==> config.mk <==
export PLATFORM = sky130hd
export DESIGN_NAME = bbox_sample_iterator
export DESIGN_NICKNAME = d
export VERILOG_FILES = /design/src/source/raster_pkg.sv /design/src/source/sample_walker.sv /design/src/source/iter_control.sv /design/src/source/bbox_sample_iterator.sv
export VERILOG_INCLUDE_DIRS = /design/src
export SDC_FILE = /design/constraint.sdc
export NUM_CORES = 1
export LEC_CHECK = 0
export BUFFER_PORTS_ARGS = -buffer_cell sky130_fd_sc_hd__buf_2
export CORE_AREA = 4 4 282 284
export DETAILED_ROUTE_END_ITERATION = 12
export DIE_AREA = 0 0 286 288
export SKIP_CTS_REPAIR_TIMING = 1
export SKIP_LAST_GASP = 1
export SLEW_MARGIN = 20
export SYNTH_ARGS = -nofsm -noshare
export SYNTH_HDL_FRONTEND = slang
export SYNTH_HIERARCHICAL = 1
export SYNTH_SLANG_ARGS = --single-unit
export TNS_END_PERCENT = 100
==> constraint.sdc <==
create_clock -name clk -period 11.7 [get_ports clk]
set_input_delay 1.755 -clock clk [delete_from_list [all_inputs] [get_ports clk]]
set_output_delay 1.755 -clock clk [all_outputs]
set_load 0.05 [all_outputs]
==> src/raster_defines.svh <==
//////////////////////////////////////////////////
// Rasterizer widths and counts shared project-wide
//////////////////////////////////////////////////
`ifndef RASTER_DEFINES_SVH
`define RASTER_DEFINES_SVH

// Bits in a fixed-point coordinate or colour value
`define RASTER_SIGFIG 24
// Fraction bits of a coordinate
`define RASTER_RADIX  10
// Vertices per triangle
`define RASTER_VERTS  3
// Axes per vertex, x y z
`define RASTER_AXIS   3
// Colour channels
`define RASTER_COLORS 3

`endif

==> src/source/raster_pkg.sv <==
//////////////////////////////////////////////////
// Rasterizer types for the sample iterator
//////////////////////////////////////////////////
`default_nettype none

`include "raster_defines.svh"

package raster_pkg;

    // Signed fixed point, low RASTER_RADIX bits are fraction
    typedef logic signed [`RASTER_SIGFIG-1:0] coord_t;

    // Unsigned colour channel value
    typedef logic [`RASTER_SIGFIG-1:0] color_t;

    // One-hot subsample width
    // 1000 is 1x, 0100 is 4x, 0010 is 16x, 0001 is 64x MSAA
    typedef logic [3:0] subsample_t;

    // Iterator FSM states
    typedef enum logic {
        WAIT_STATE,
        TEST_STATE
    } iter_state_t;

endpackage

`default_nettype wire

==> src/source/sample_walker.sv <==
//////////////////////////////////////////////////
// Sample walker for the bounding-box iterator
// Steps left to right, bottom to top over the box
//////////////////////////////////////////////////
`default_nettype none

`include "raster_defines.svh"

module sample_walker
    import raster_pkg::*;
(
    input  logic       clk,
    input  logic       rst,
    // Box to walk indexed by corner then axis
    input  coord_t     box_in [1:0][1:0],
    input  subsample_t subsample,
    // Capture a new box
    input  logic       load,
    // Advance one sample
    input  logic       step,
    // Current sample indexed by axis
    output coord_t     sample [1:0],
    // Current sample is the last of the box
    output logic       at_end
);

    // Box held for the current walk
    coord_t box_q [1:0][1:0];

    // Subsample code held for the current walk
    subsample_t sub_q;

    // Distance between neighbouring samples on either axis
    coord_t samp_step;

    // Position of the current sample against the box maxima
    logic at_right;
    logic at_top;

    // Code 1000 lands on the integer bit, code 0001 on an eighth
    assign samp_step = coord_t'(sub_q) << (`RASTER_RADIX - 3);

    // Maxima are inclusive
    assign at_right = (sample[0] >= box_q[1][0]);
    assign at_top   = (sample[1] >= box_q[1][1]);

    // Top-right sample ends the walk
    assign at_end = at_right && at_top;

    always_ff @(posedge clk or posedge rst) begin
        if (rst) begin
            box_q  <= '{default: '0};
            sub_q  <= '0;
            sample <= '{default: '0};
        end else if (load) begin
            // New box, start at its lower-left corner
            box_q     <= box_in;
            sub_q     <= subsample;
            sample[0] <= box_in[0][0];
            sample[1] <= box_in[0][1];
        end else if (step) begin
            if (at_end) begin
                // Park on lower-left once the box is done
                sample[0] <= box_q[0][0];
                sample[1] <= box_q[0][1];
            end else if (at_right) begin
                // Wrap to min x, one row up
                sample[0] <= box_q[0][0];
                sample[1] <= sample[1] + samp_step;
            end else begin
                // Next column on the same row
                sample[0] <= sample[0] + samp_step;
            end
        end
    end

    // While the controller walks, every sample sits on or above the box minimum
    assert property (@(posedge clk) disable iff (rst)
        step |-> (sample[0] >= box_q[0][0]) && (sample[1] >= box_q[0][1]));

    // and never past the box maximum, which needs a grid-aligned box
    assert property (@(posedge clk) disable iff (rst)
        step |-> (sample[0] <= box_q[1][0]) && (sample[1] <= box_q[1][1]));

endmodule

`default_nettype wire

==> src/source/iter_control.sv <==
//////////////////////////////////////////////////
// Iterator FSM, waiting or testing
// Holds the triangle and drives sample valid and halt
//////////////////////////////////////////////////
`default_nettype none

`include "raster_defines.svh"

module iter_control
    import raster_pkg::*;
(
    input  logic   clk,
    input  logic   rst,
    // Triangle and colour from the stage above
    input  coord_t tri_in [`RASTER_VERTS-1:0][`RASTER_AXIS-1:0],
    input  color_t color_in [`RASTER_COLORS-1:0],
    input  logic   tri_valid,
    // Walker has reached the top-right sample
    input  logic   at_end,
    // Walker controls
    output logic   load,
    output logic   step,
    // Triangle and colour held for the walk
    output coord_t tri_out [`RASTER_VERTS-1:0][`RASTER_AXIS-1:0],
    output color_t color_out [`RASTER_COLORS-1:0],
    output logic   sample_valid,
    // Low while walking, stalls the stage above
    output logic   halt_n
);

    iter_state_t state;
    iter_state_t next_state;

    // Accept only while waiting
    assign load = (state == WAIT_STATE) && tri_valid;

    // Walker advances every testing cycle
    assign step = (state == TEST_STATE);

    always_comb begin
        next_state = state;
        case (state)
            WAIT_STATE: begin
                if (tri_valid) begin
                    next_state = TEST_STATE;
                end
            end
            TEST_STATE: begin
                // Last sample goes out this cycle
                if (at_end) begin
                    next_state = WAIT_STATE;
                end
            end
            default: begin
                next_state = WAIT_STATE;
            end
        endcase
    end

    always_ff @(posedge clk or posedge rst) begin
        if (rst) begin
            state        <= WAIT_STATE;
            sample_valid <= 1'b0;
            halt_n       <= 1'b1;
            tri_out      <= '{default: '0};
            color_out    <= '{default: '0};
        end else begin
            state <= next_state;

            // Moore outputs follow the state being entered
            sample_valid <= (next_state == TEST_STATE);
            halt_n       <= (next_state != TEST_STATE);

            // Inputs may change under halt, so grab them once
            if (load) begin
                tri_out   <= tri_in;
                color_out <= color_in;
            end
        end
    end

    // Valid triangle while waiting starts a walk
    assert property (@(posedge clk) disable iff (rst)
        (state == WAIT_STATE) && tri_valid |=> (state == TEST_STATE));

    // Last sample ends the walk
    assert property (@(posedge clk) disable iff (rst)
        (state == TEST_STATE) && at_end |=> (state == WAIT_STATE));

    // Idle input keeps us waiting
    assert property (@(posedge clk) disable iff (rst)
        (state == WAIT_STATE) && !tri_valid |=> (state == WAIT_STATE));

    // Mid-box keeps us testing
    assert property (@(posedge clk) disable iff (rst)
        (state == TEST_STATE) && !at_end |=> (state == TEST_STATE));

    // Stage above is held exactly while samples go out
    assert property (@(posedge clk) disable iff (rst)
        sample_valid == !halt_n);

endmodule

`default_nettype wire

==> src/source/bbox_sample_iterator.sv <==
//////////////////////////////////////////////////
// Bounding-box sample iterator top level
//////////////////////////////////////////////////
`default_nettype none

`include "raster_defines.svh"

module bbox_sample_iterator
    import raster_pkg::*;
(
    input  logic       clk,
    input  logic       rst,
    // Triangle, colour and box from the stage above
    input  coord_t     tri_in [`RASTER_VERTS-1:0][`RASTER_AXIS-1:0],
    input  color_t     color_in [`RASTER_COLORS-1:0],
    input  coord_t     box_in [1:0][1:0],
    input  logic       tri_valid,
    input  subsample_t subsample,
    // Towards the sample test
    output coord_t     tri_out [`RASTER_VERTS-1:0][`RASTER_AXIS-1:0],
    output color_t     color_out [`RASTER_COLORS-1:0],
    output coord_t     sample [1:0],
    output logic       sample_valid,
    // Active-low stall of the stage above
    output logic       halt_n
);

    // Controller to walker
    logic load;
    logic step;
    // Walker to controller
    logic at_end;

    iter_control iter_control_i (
        .clk          (clk),
        .rst          (rst),
        .tri_in       (tri_in),
        .color_in     (color_in),
        .tri_valid    (tri_valid),
        .at_end       (at_end),
        .load         (load),
        .step         (step),
        .tri_out      (tri_out),
        .color_out    (color_out),
        .sample_valid (sample_valid),
        .halt_n       (halt_n)
    );

    sample_walker sample_walker_i (
        .clk       (clk),
        .rst       (rst),
        .box_in    (box_in),
        .subsample (subsample),
        .load      (load),
        .step      (step),
        .sample    (sample),
        .at_end    (at_end)
    );

endmodule

`default_nettype wire

==> summary by stage, run 1 <==
Clocking
TritonCTS built the clock tree. After clock tree synthesis, the clock-pin slew on the worst setup and hold paths is 60 ps. The insertion delay to the later sink of the worst-skew pair is 580 ps. The total CTS buffers is between 50 and 60.

The longest clock path from root to sink contains 3 buffers. The tree is rooted in a clkbuf_16. The H-tree generated during clock tree synthesis spans 2 levels. For this design, the sink count on the clock tree is approximately 440.

Timing
The smallest clock period supported by the final layout is computed as 4253 ps. The number of endpoints with negative hold slack in the final report is 0. The timing-limited maximum frequency is 235.1 MHz. The transition at the pin with the smallest max-transition slack is 987.9 ps.

The final-layout setup total negative slack is 0 ps. The number of pins exceeding their max-slew limit in the final report is 0. After layout, the worst path uses between 30 and 40% of the clock period.

The worst setup skew after layout is 13.46 ps. Setup violations remaining at the end of the flow were counted as 0. Setup repair after global routing left no endpoint under its margin. The tightest slew margin relative to the limit is 34.14%.

Final layout
Registers take 0.01096 sq mm. From synthesis to final layout, the design area changed by 30.60%. The number of nets in the final layout is 2,683. The multi-input combinational cells in the finished layout cover a total of 0.007805 sq mm.

Cells with a size suffix above 1 make up 50.15% of the layout. The top cell types in the final layout, fill and taps aside, are buf_2 (728), dfrtp_1 (437), mux2_4 (201), o21ai_0 (141), nand2_1 (127). The filler cells instantiated in the layout total slightly below 8,000. The most common library cell in the layout ignoring fill and taps is buf_2.

Once layout is complete, the cells apart from fillers number 3,322.

Floorplan
From bottom edge to top edge, the die measures 288 um. In this run the count of I/O pins placed on the die edge is about 730. In this run the core area contains between 100 and 150 standard-cell rows.

The area of the die is 0.08237 sq mm. The initial utilization of the core area, before any placement, comes to 25.86%. The area of the core is 0.07708 sq mm. The floorplan step set the die width to 286 um.

Synth
The library cell occupying the most area in the post-synthesis netlist is dfrtp_1. The count of different cell masters after synthesis is 60. The number of enable-type register cells in the synthesized netlist is 0. The xor/xnor cell area share of the yosys netlist is less than 1%. The Yosys step of the flow raised 6 warnings. Counting every net in the synthesized netlist gives just under 2,000. The fraction of synthesized cell area taken by the top area cell type is between 50% and 60%. The area of the mapped netlist is about 0.020 sq mm. Of all flip-flops after synthesis, the portion carrying an async set or reset was 100.0%. After Yosys synthesis, and, or, nand and nor cells account for 5.372% of the synthesized area.

The main combinational cell family by area after synthesis is multiplexers. The sequential element share of the synthesized area is 54.99%. A synthesized cell averages 13.16 sq um. The number of instances in the synthesized netlist is 1,515.

In this run, synthesis produced a sequential element count of 438. In the post-synthesis netlist, the biggest area contributors are dfrtp_1 (55%), mux2_4 (15%), mux2_2 (5.5%). The adder-cell area share of the yosys netlist is 3.716%. After synthesis, the share of cell area in mux cells is 22.07%. Among all flip-flop cells after synthesis, the most frequent one is dfrtp_1. The compound-gate portion of the synthesized area is 7.594%.

Outcome
The flow ran to the end, and the final reports show no timing, DRC or antenna violations.

Routing
The mean routed wirelength per cell is 20.58 um. For this block, the initial DRC count from the detailed router was 837. For this run, the detailed router's first-pass iteration total came to 7. The routed wire length is 68,380 um.

In this run the remaining antenna-violating nets after routing total 0. Using the TritonRoute via totals, the vias-per-cell ratio works out to between 4 and 5. Detailed routing inserted a total of 14,530 vias.

After detailed routing, the number of remaining DRC violations is 0.

Hold path
For hold timing, the worst endpoint is iter_control_i/tri_out[160]. The launch instance of the worst min-delay path is iter_control_i/tri_out[160]. The class of the tightest hold or removal check is flop to flop.

Along the worst hold path, the cell count comes to 1.

Global routing
The number of global-route vias before repair is 14,670. The overall routing resource usage is 15.66%. The wire length of the first global-routing pass is 97,460 um. The pin count of the biggest net entering global routing is 237. The number of antenna violations at the first check in global routing is 26. The total congestion overflow after global routing is 0.

Setup path
The worst path arrival time is 4710 ps. For the worst setup path, the data required time is 12,160 ps. The most critical setup path has its startpoint at tri_valid. The worst setup path is captured at a flop. The critical path is of the primary input to flop type.

STA classifies the critical path startpoint as a primary input. The endpoint identified for the worst register-to-register timing path is iter_control_i/tri_out[181]. The startpoint of the most critical register-to-register path is iter_control_i/step. In this run the worst path has a maximum fanout of 236. For flop-to-flop paths, the worst setup slack is 7950 ps. Counting cells, the worst reg-to-reg path comes to 6.

Placed design
The count of placed standard cells including taps is 3,221. The wire-length estimate of the detail-placed layout is 52,240 um. The count of buffers added on input and output ports is 728. Routability-driven placement finished with a final weighted congestion of between 0.8 and 0.9.

Run
The tool flagged a number of max-cap violations equal to 0.
==> per-layer routing <==
metal / track usage, % / share of wire, % / vias up
met3: 6.152 / 11 / 85
met2: 23.67 / 45 / 588
li1: - / - / 6702
met1: 20.53 / 42 / 7145
met4: 5.178 / 2.2 / 6
met5: 0 / 0.067 / -
==> worst max-delay path by stage <==
stage | cells past startpoint | to
after CTS | 6 | iter_control_i/tri_out[190]
after global routing | 6 | iter_control_i/tri_out[181]
after global placement | 6 | iter_control_i/tri_out[190]
after floorplan | 1 | iter_control_i/color_out[0]
final | 6 | iter_control_i/tri_out[181]
after detailed placement | 6 | iter_control_i/tri_out[190]
==> cells by family after synthesis <==
family | count (synthesis)
flip-flops | 438
AO/OA/AOI/OAI | 257
AND/OR/NAND/NOR | 229
multiplexers | 327
buffers and inverters | 197
adder cells (fa/ha/maj) | 58
XOR/XNOR | 9
==> area by class of cell <==
type	instances	share of cell area, %
Antenna cell	15	0.1442
Inverter	122	1.869
Clock buffer	65	5.454
Multi-Input combinational cell	880	29.98
Sequential cell	438	42.10
Tap cell	1040	4.998
Clock inverter	21	0.9900
Timing Repair Buffer	741	14.46
==> synth_stat cells (all sizes together) (2+ instances only) <==
master	instances
nor2	26
nor4	2
a22o	3
o211ai	9
a21oi	40
a21o	11
and3	5
a22oi	2
o221ai	3
nor2b	10
nand2b	5
buf	48
clkbuf	27
a21boi	2
fa	2
a211oi	5
a2bb2oi	4
mux2	298
o21a	10
or3	2
dfrtp	437
nand3	9
inv	122
nand2	127
a311oi	2
mux2i	29
or2	6
nor3	12
nand3b	2
o31ai	10
o31a	4
ha	56
o21ai	144
a211o	4
xnor2	4
xor2	5
nand4	15
nor3b	6
==> flip-flops by register name (all words and copies together), names as in the netlist <==
name,count
iter_control_i/color_out,72
iter_control_i/halt_n,1
iter_control_i/tri_out,216
iter_control_i/step,1
sample_walker_i/sample,48
sample_walker_i/box_q,96
sample_walker_i/sub_q,4
==> through the flow <==
stage                     utilization, %  setup WS (ps)  instance area [sq um]  hold slack [ps]
final                              33.78           7447                  26040            499.1
after CTS                          33.73           7521                  26000            501.6
after detailed placement           31.55           6877                  24320            487.1
after global routing               33.75           7298                  26020            515.6
after floorplan                        -           1941                  19940            471.6
after global placement             31.55           6881                  24320            484.8
==> critical path, stage by stage <==
cell      delay, ps
buf_2           100
nand2b_4        100
inv_16          490
buf_4           820
buf_4           770
mux2_2          420
Power of run 1 is not shown: default switching activity piles up to over one toggle a cycle in this logic, so the estimate is an artifact.
==> inputs of run 2 (changes only) <==
Settings changed: ABC_AREA from default to 1, CORE_AREA 4 4 282 284 to 4 4 281 283, DIE_AREA 0 0 286 288 to 0 0 285 287.
Clock period 11.7 ns to 3.93 ns, I/O delays scaled along.
==> run 2 against run 1 <==
  * Clock-buffer cell count up 13
  * Wire length rose by 15%
  * Sequential share of layout area about the same
==> summary by stage, run 2 <==
Timing
The minimum hold slack is approximately 170 ps. For the pin with the worst max-slew slack, the measured transition is 880.7 ps. The minimum clock period is approximately 3000 ps. The final count of negative-setup-slack endpoints is 0. The worst setup skew after layout is 17.77 ps. The portion of the clock cycle consumed by the worst path in the final layout is about three quarters. The number of pins exceeding their max-slew limit in the final report is 0.

Setup repair after global routing left no endpoint under its margin. The minimum setup slack in the final design is around 940 ps. The timing-limited maximum frequency is roughly 330 MHz. The number of endpoints with negative hold slack in the final report is 0.

The tightest slew margin relative to the limit is 41.29%.

Setup path
The number of cells traversed by the worst register-to-register path is 14. The startpoint of the most critical register-to-register path is sample_walker_i/sample[14]. STA classifies the critical path endpoint as a flop. The endpoint identified for the worst register-to-register timing path is sample_walker_i/sample[24]. STA classifies the critical path startpoint as a flop. In this run the worst setup path begins at sample_walker_i/sample[14]. The required time reported for the critical path endpoint is 4380 ps. The worst path arrival time is around 3500 ps. The worst setup path is of the flop to flop kind. Of all nets on the critical path, the largest fanout is 40. In this run the register-to-register setup slack is between 900 and 1000 ps.

Clocking
Counting along the longest clock path gives a buffer depth of 3. The H-tree generated during clock tree synthesis spans 2 levels. The total number of clock tree sinks is 438. At the later pin of the worst-skew pair, clock insertion delay measures just under 600 ps. The clock tree from TritonCTS is done. After clock tree synthesis, the clock-pin slew on the worst setup and hold paths is 60 ps. The total CTS buffers is a little over 50. The tree is rooted in a clkbuf_16.

Synth
The total of flip-flops plus latches after synthesis is between 400 and 500. Counting instances in the post-synthesis netlist gives the leading cell types as nand2_1 (881), dfrtp_1 (437), nand3_1 (362). The netlist uses 42 different library cells. Averaged over all synthesized cells, the footprint is between 8 and 9 sq um. The number of instances in the synthesized netlist is approximately 2,300. During synthesis, Yosys emitted a total of 6 warnings. The share of synthesized registers carrying an async set or reset is 100.0%. The primary flip-flop cell chosen by synthesis mapping is dfrtp_1. The sequential element share of the synthesized area is 55.46%.

Yosys mapped a number of flops with a built-in enable equal to 0. nand2_1 is the most common cell in the netlist. The library cell occupying the most area in the post-synthesis netlist is dfrtp_1. By area the synthesized netlist is led by dfrtp_1 (55%), nand2_1 (17%), nand3_1 (9.2%). Of the post-synthesis cell area, the dominant cell type holds 55.33%. The area of the mapped netlist is ~0.020 sq mm.

The total nets after synthesis is 2,775.

Routing
The count of vias placed by the detailed router is 18,380. In this run the remaining antenna-violating nets after routing total 0. The mean routed wirelength per cell is 19.26 um. The starting DRC count in detailed routing is between 1,000 and 1,500.

The average via count per standard cell is around 4.5. The routed wire length is just under 80,000 um. The post-route DRC violation count is 0. The count of TritonRoute iterations in the first routing pass is 5.

Power
The areal power density over the cells is roughly 1100 mW/mm^2. The largest vdd supply drop is 0.0006789 V. The cell leakage power is 14.38 nW. Overall power consumption after layout is estimated at between 20 and 30 mW.

Global routing
The first global-routing pass estimated around 120,000 um of wire. The number of antenna violations at the first check in global routing is 33. The overall routing resource usage is a little under a fifth.

The total overflow left after global routing is 0. Entering global routing, the biggest net connects 174 pins. The number of global-route vias before repair is 17,940.

Final layout
The finished cells cover approximately 0.026 sq mm. The largest registers in the layout are iter_control_i/tri_out: 216 flops, sample_walker_i/box_q: 96 flops, iter_control_i/color_out: 72 flops. For this run, the post-layout net count is ~3,400.

The most common library cell in the layout ignoring fill and taps is nand2_1. The most flop-heavy register is iter_control_i/tri_out. Counting the fill cells in the layout gives just over 8,000. The flip-flop count of the largest register after layout is between 200 and 250.

The share of final-layout standard cells stronger than drive strength 1 is 28.73%. The layout overhead on the synthesized area is 31.84%. The top cell types in the final layout, fill and taps aside, are nand2_1 (881), buf_2 (727), dfrtp_1 (437), nand3_1 (362), inv_1 (128).

Floorplan
The height of the chip is between 200 and 300 um. During I/O placement, the number of pins put on the boundary was around 730. The area of the die is 0.08180 sq mm. In this run the standard cell core region covers 0.07670 sq mm. The count of standard-cell rows is about 100. From left edge to right edge, the die measures between 200 and 300 um.

The initial utilization of the core area, before any placement, comes to 25.77%.

Placed design
The placed standard-cell area is 0.02433 sq mm. Before CTS, the worst setup slack after placement is approximately 1000 ps. The congestion estimate from routability-driven global placement came to 0.8757.

The number of input and output port buffers inserted is 728. Once detailed placement completed, the half-perimeter wirelength came to roughly 60,000 um.

Run
Max-cap violations in this run came to 0.

Hold path
The class of the tightest hold or removal check is primary input to async pin.

Outcome
The flow ran to the end, and the final reports show no timing, DRC or antenna violations.
[run 2: changes by cell type after synthesis, sizes merged, moves of 10 or more]
cell	previous run	this run
a21oi	40	60
buf	48	93
clkbuf	27	44
inv	122	136
mux2	298	0
mux2i	29	0
nand2	127	887
nand3	9	370
nor2	26	81
nor2b	10	0
o21a	10	0
o21ai	144	100
o31ai	10	0
[run 2: worst max-delay path, stage by stage (launching register included)]
cell     delay [ps]
dfrtp_1         470
ha_1            320
nand2_1          60
nor2_1          170
nand4_1         180
nor2_2          140
nand2_2          90
nand3_1          90
nand2_2          90
nand3_4         270
nand2_4         350
a21oi_4         360
inv_2           120
nand2_1          90
nand2_1          50
[run 2: power by group]
group          switching (mW)  total [mW]  leakage [nW]  internal, mW
clock                    1.97        4.82         0.837          2.86
combinational            12.2        15.9          8.12          3.69
sequential               1.31        7.97          5.42          6.65
[run 2: final cells by class]
class / count / area, sq um / share of cell area (%)
clock inverter: 16 / 172.7 / 0.6626
multi-input combinational: 1615 / 7617 / 29.23
timing repair buffer: 752 / 3921 / 15.05
inverter: 136 / 528.0 / 2.026
clock buffer: 78 / 1518 / 5.824
sequential: 438 / 10960 / 42.07
antenna: 15 / 37.54 / 0.1441
tap: 1040 / 1301 / 4.994
[run 2: metal layers]
layer	vias up	track usage (%)	part of all wire (%)
li1	8809	-	-
met1	8762	22.43	39
met2	631	30.06	47
met3	156	6.852	9.4
met4	26	6.626	4.0
met5	-	0	0.21
[run 2: cells by family (layout without fill, tap and decap cells)]
family          Yosys count  after routing  synth area share, %
compound gates          168            168                4.444
xor+xnor                 18             18               0.7976
fa+ha+maj                58             58                3.748
buf+inv                 273            982                6.121
flops                   438            438                55.46
other cells               0             15                    0
simple gates           1371           1371                29.43
[run 2: metrics by stage]
stage	utilization, %	TNS [ps]	instances
3_5_place_dp	31.72	0	3981
3_3_place_gp	31.72	0	3981
4_1_cts	33.92	0	4075
5_1_grt	33.94	0	4081
6_report	33.97	0	4090
2_1_floorplan	-	-146200	2326
[run 2: how the worst max path moves through the flow]
stage	endpoint	slack (ps)	cells past startpoint
6_report	sample_walker_i/sample[24]	940	14
3_3_place_gp	sample_walker_i/sample[29]	1050	14
5_1_grt	sample_walker_i/sample[28]	680	14
3_5_place_dp	sample_walker_i/sample[24]	1000	14
4_1_cts	sample_walker_i/sample[24]	940	14
2_1_floorplan	iter_control_i/color_out[0]	-510	1
No activity file was read; power rests on OpenSTA's default activity.
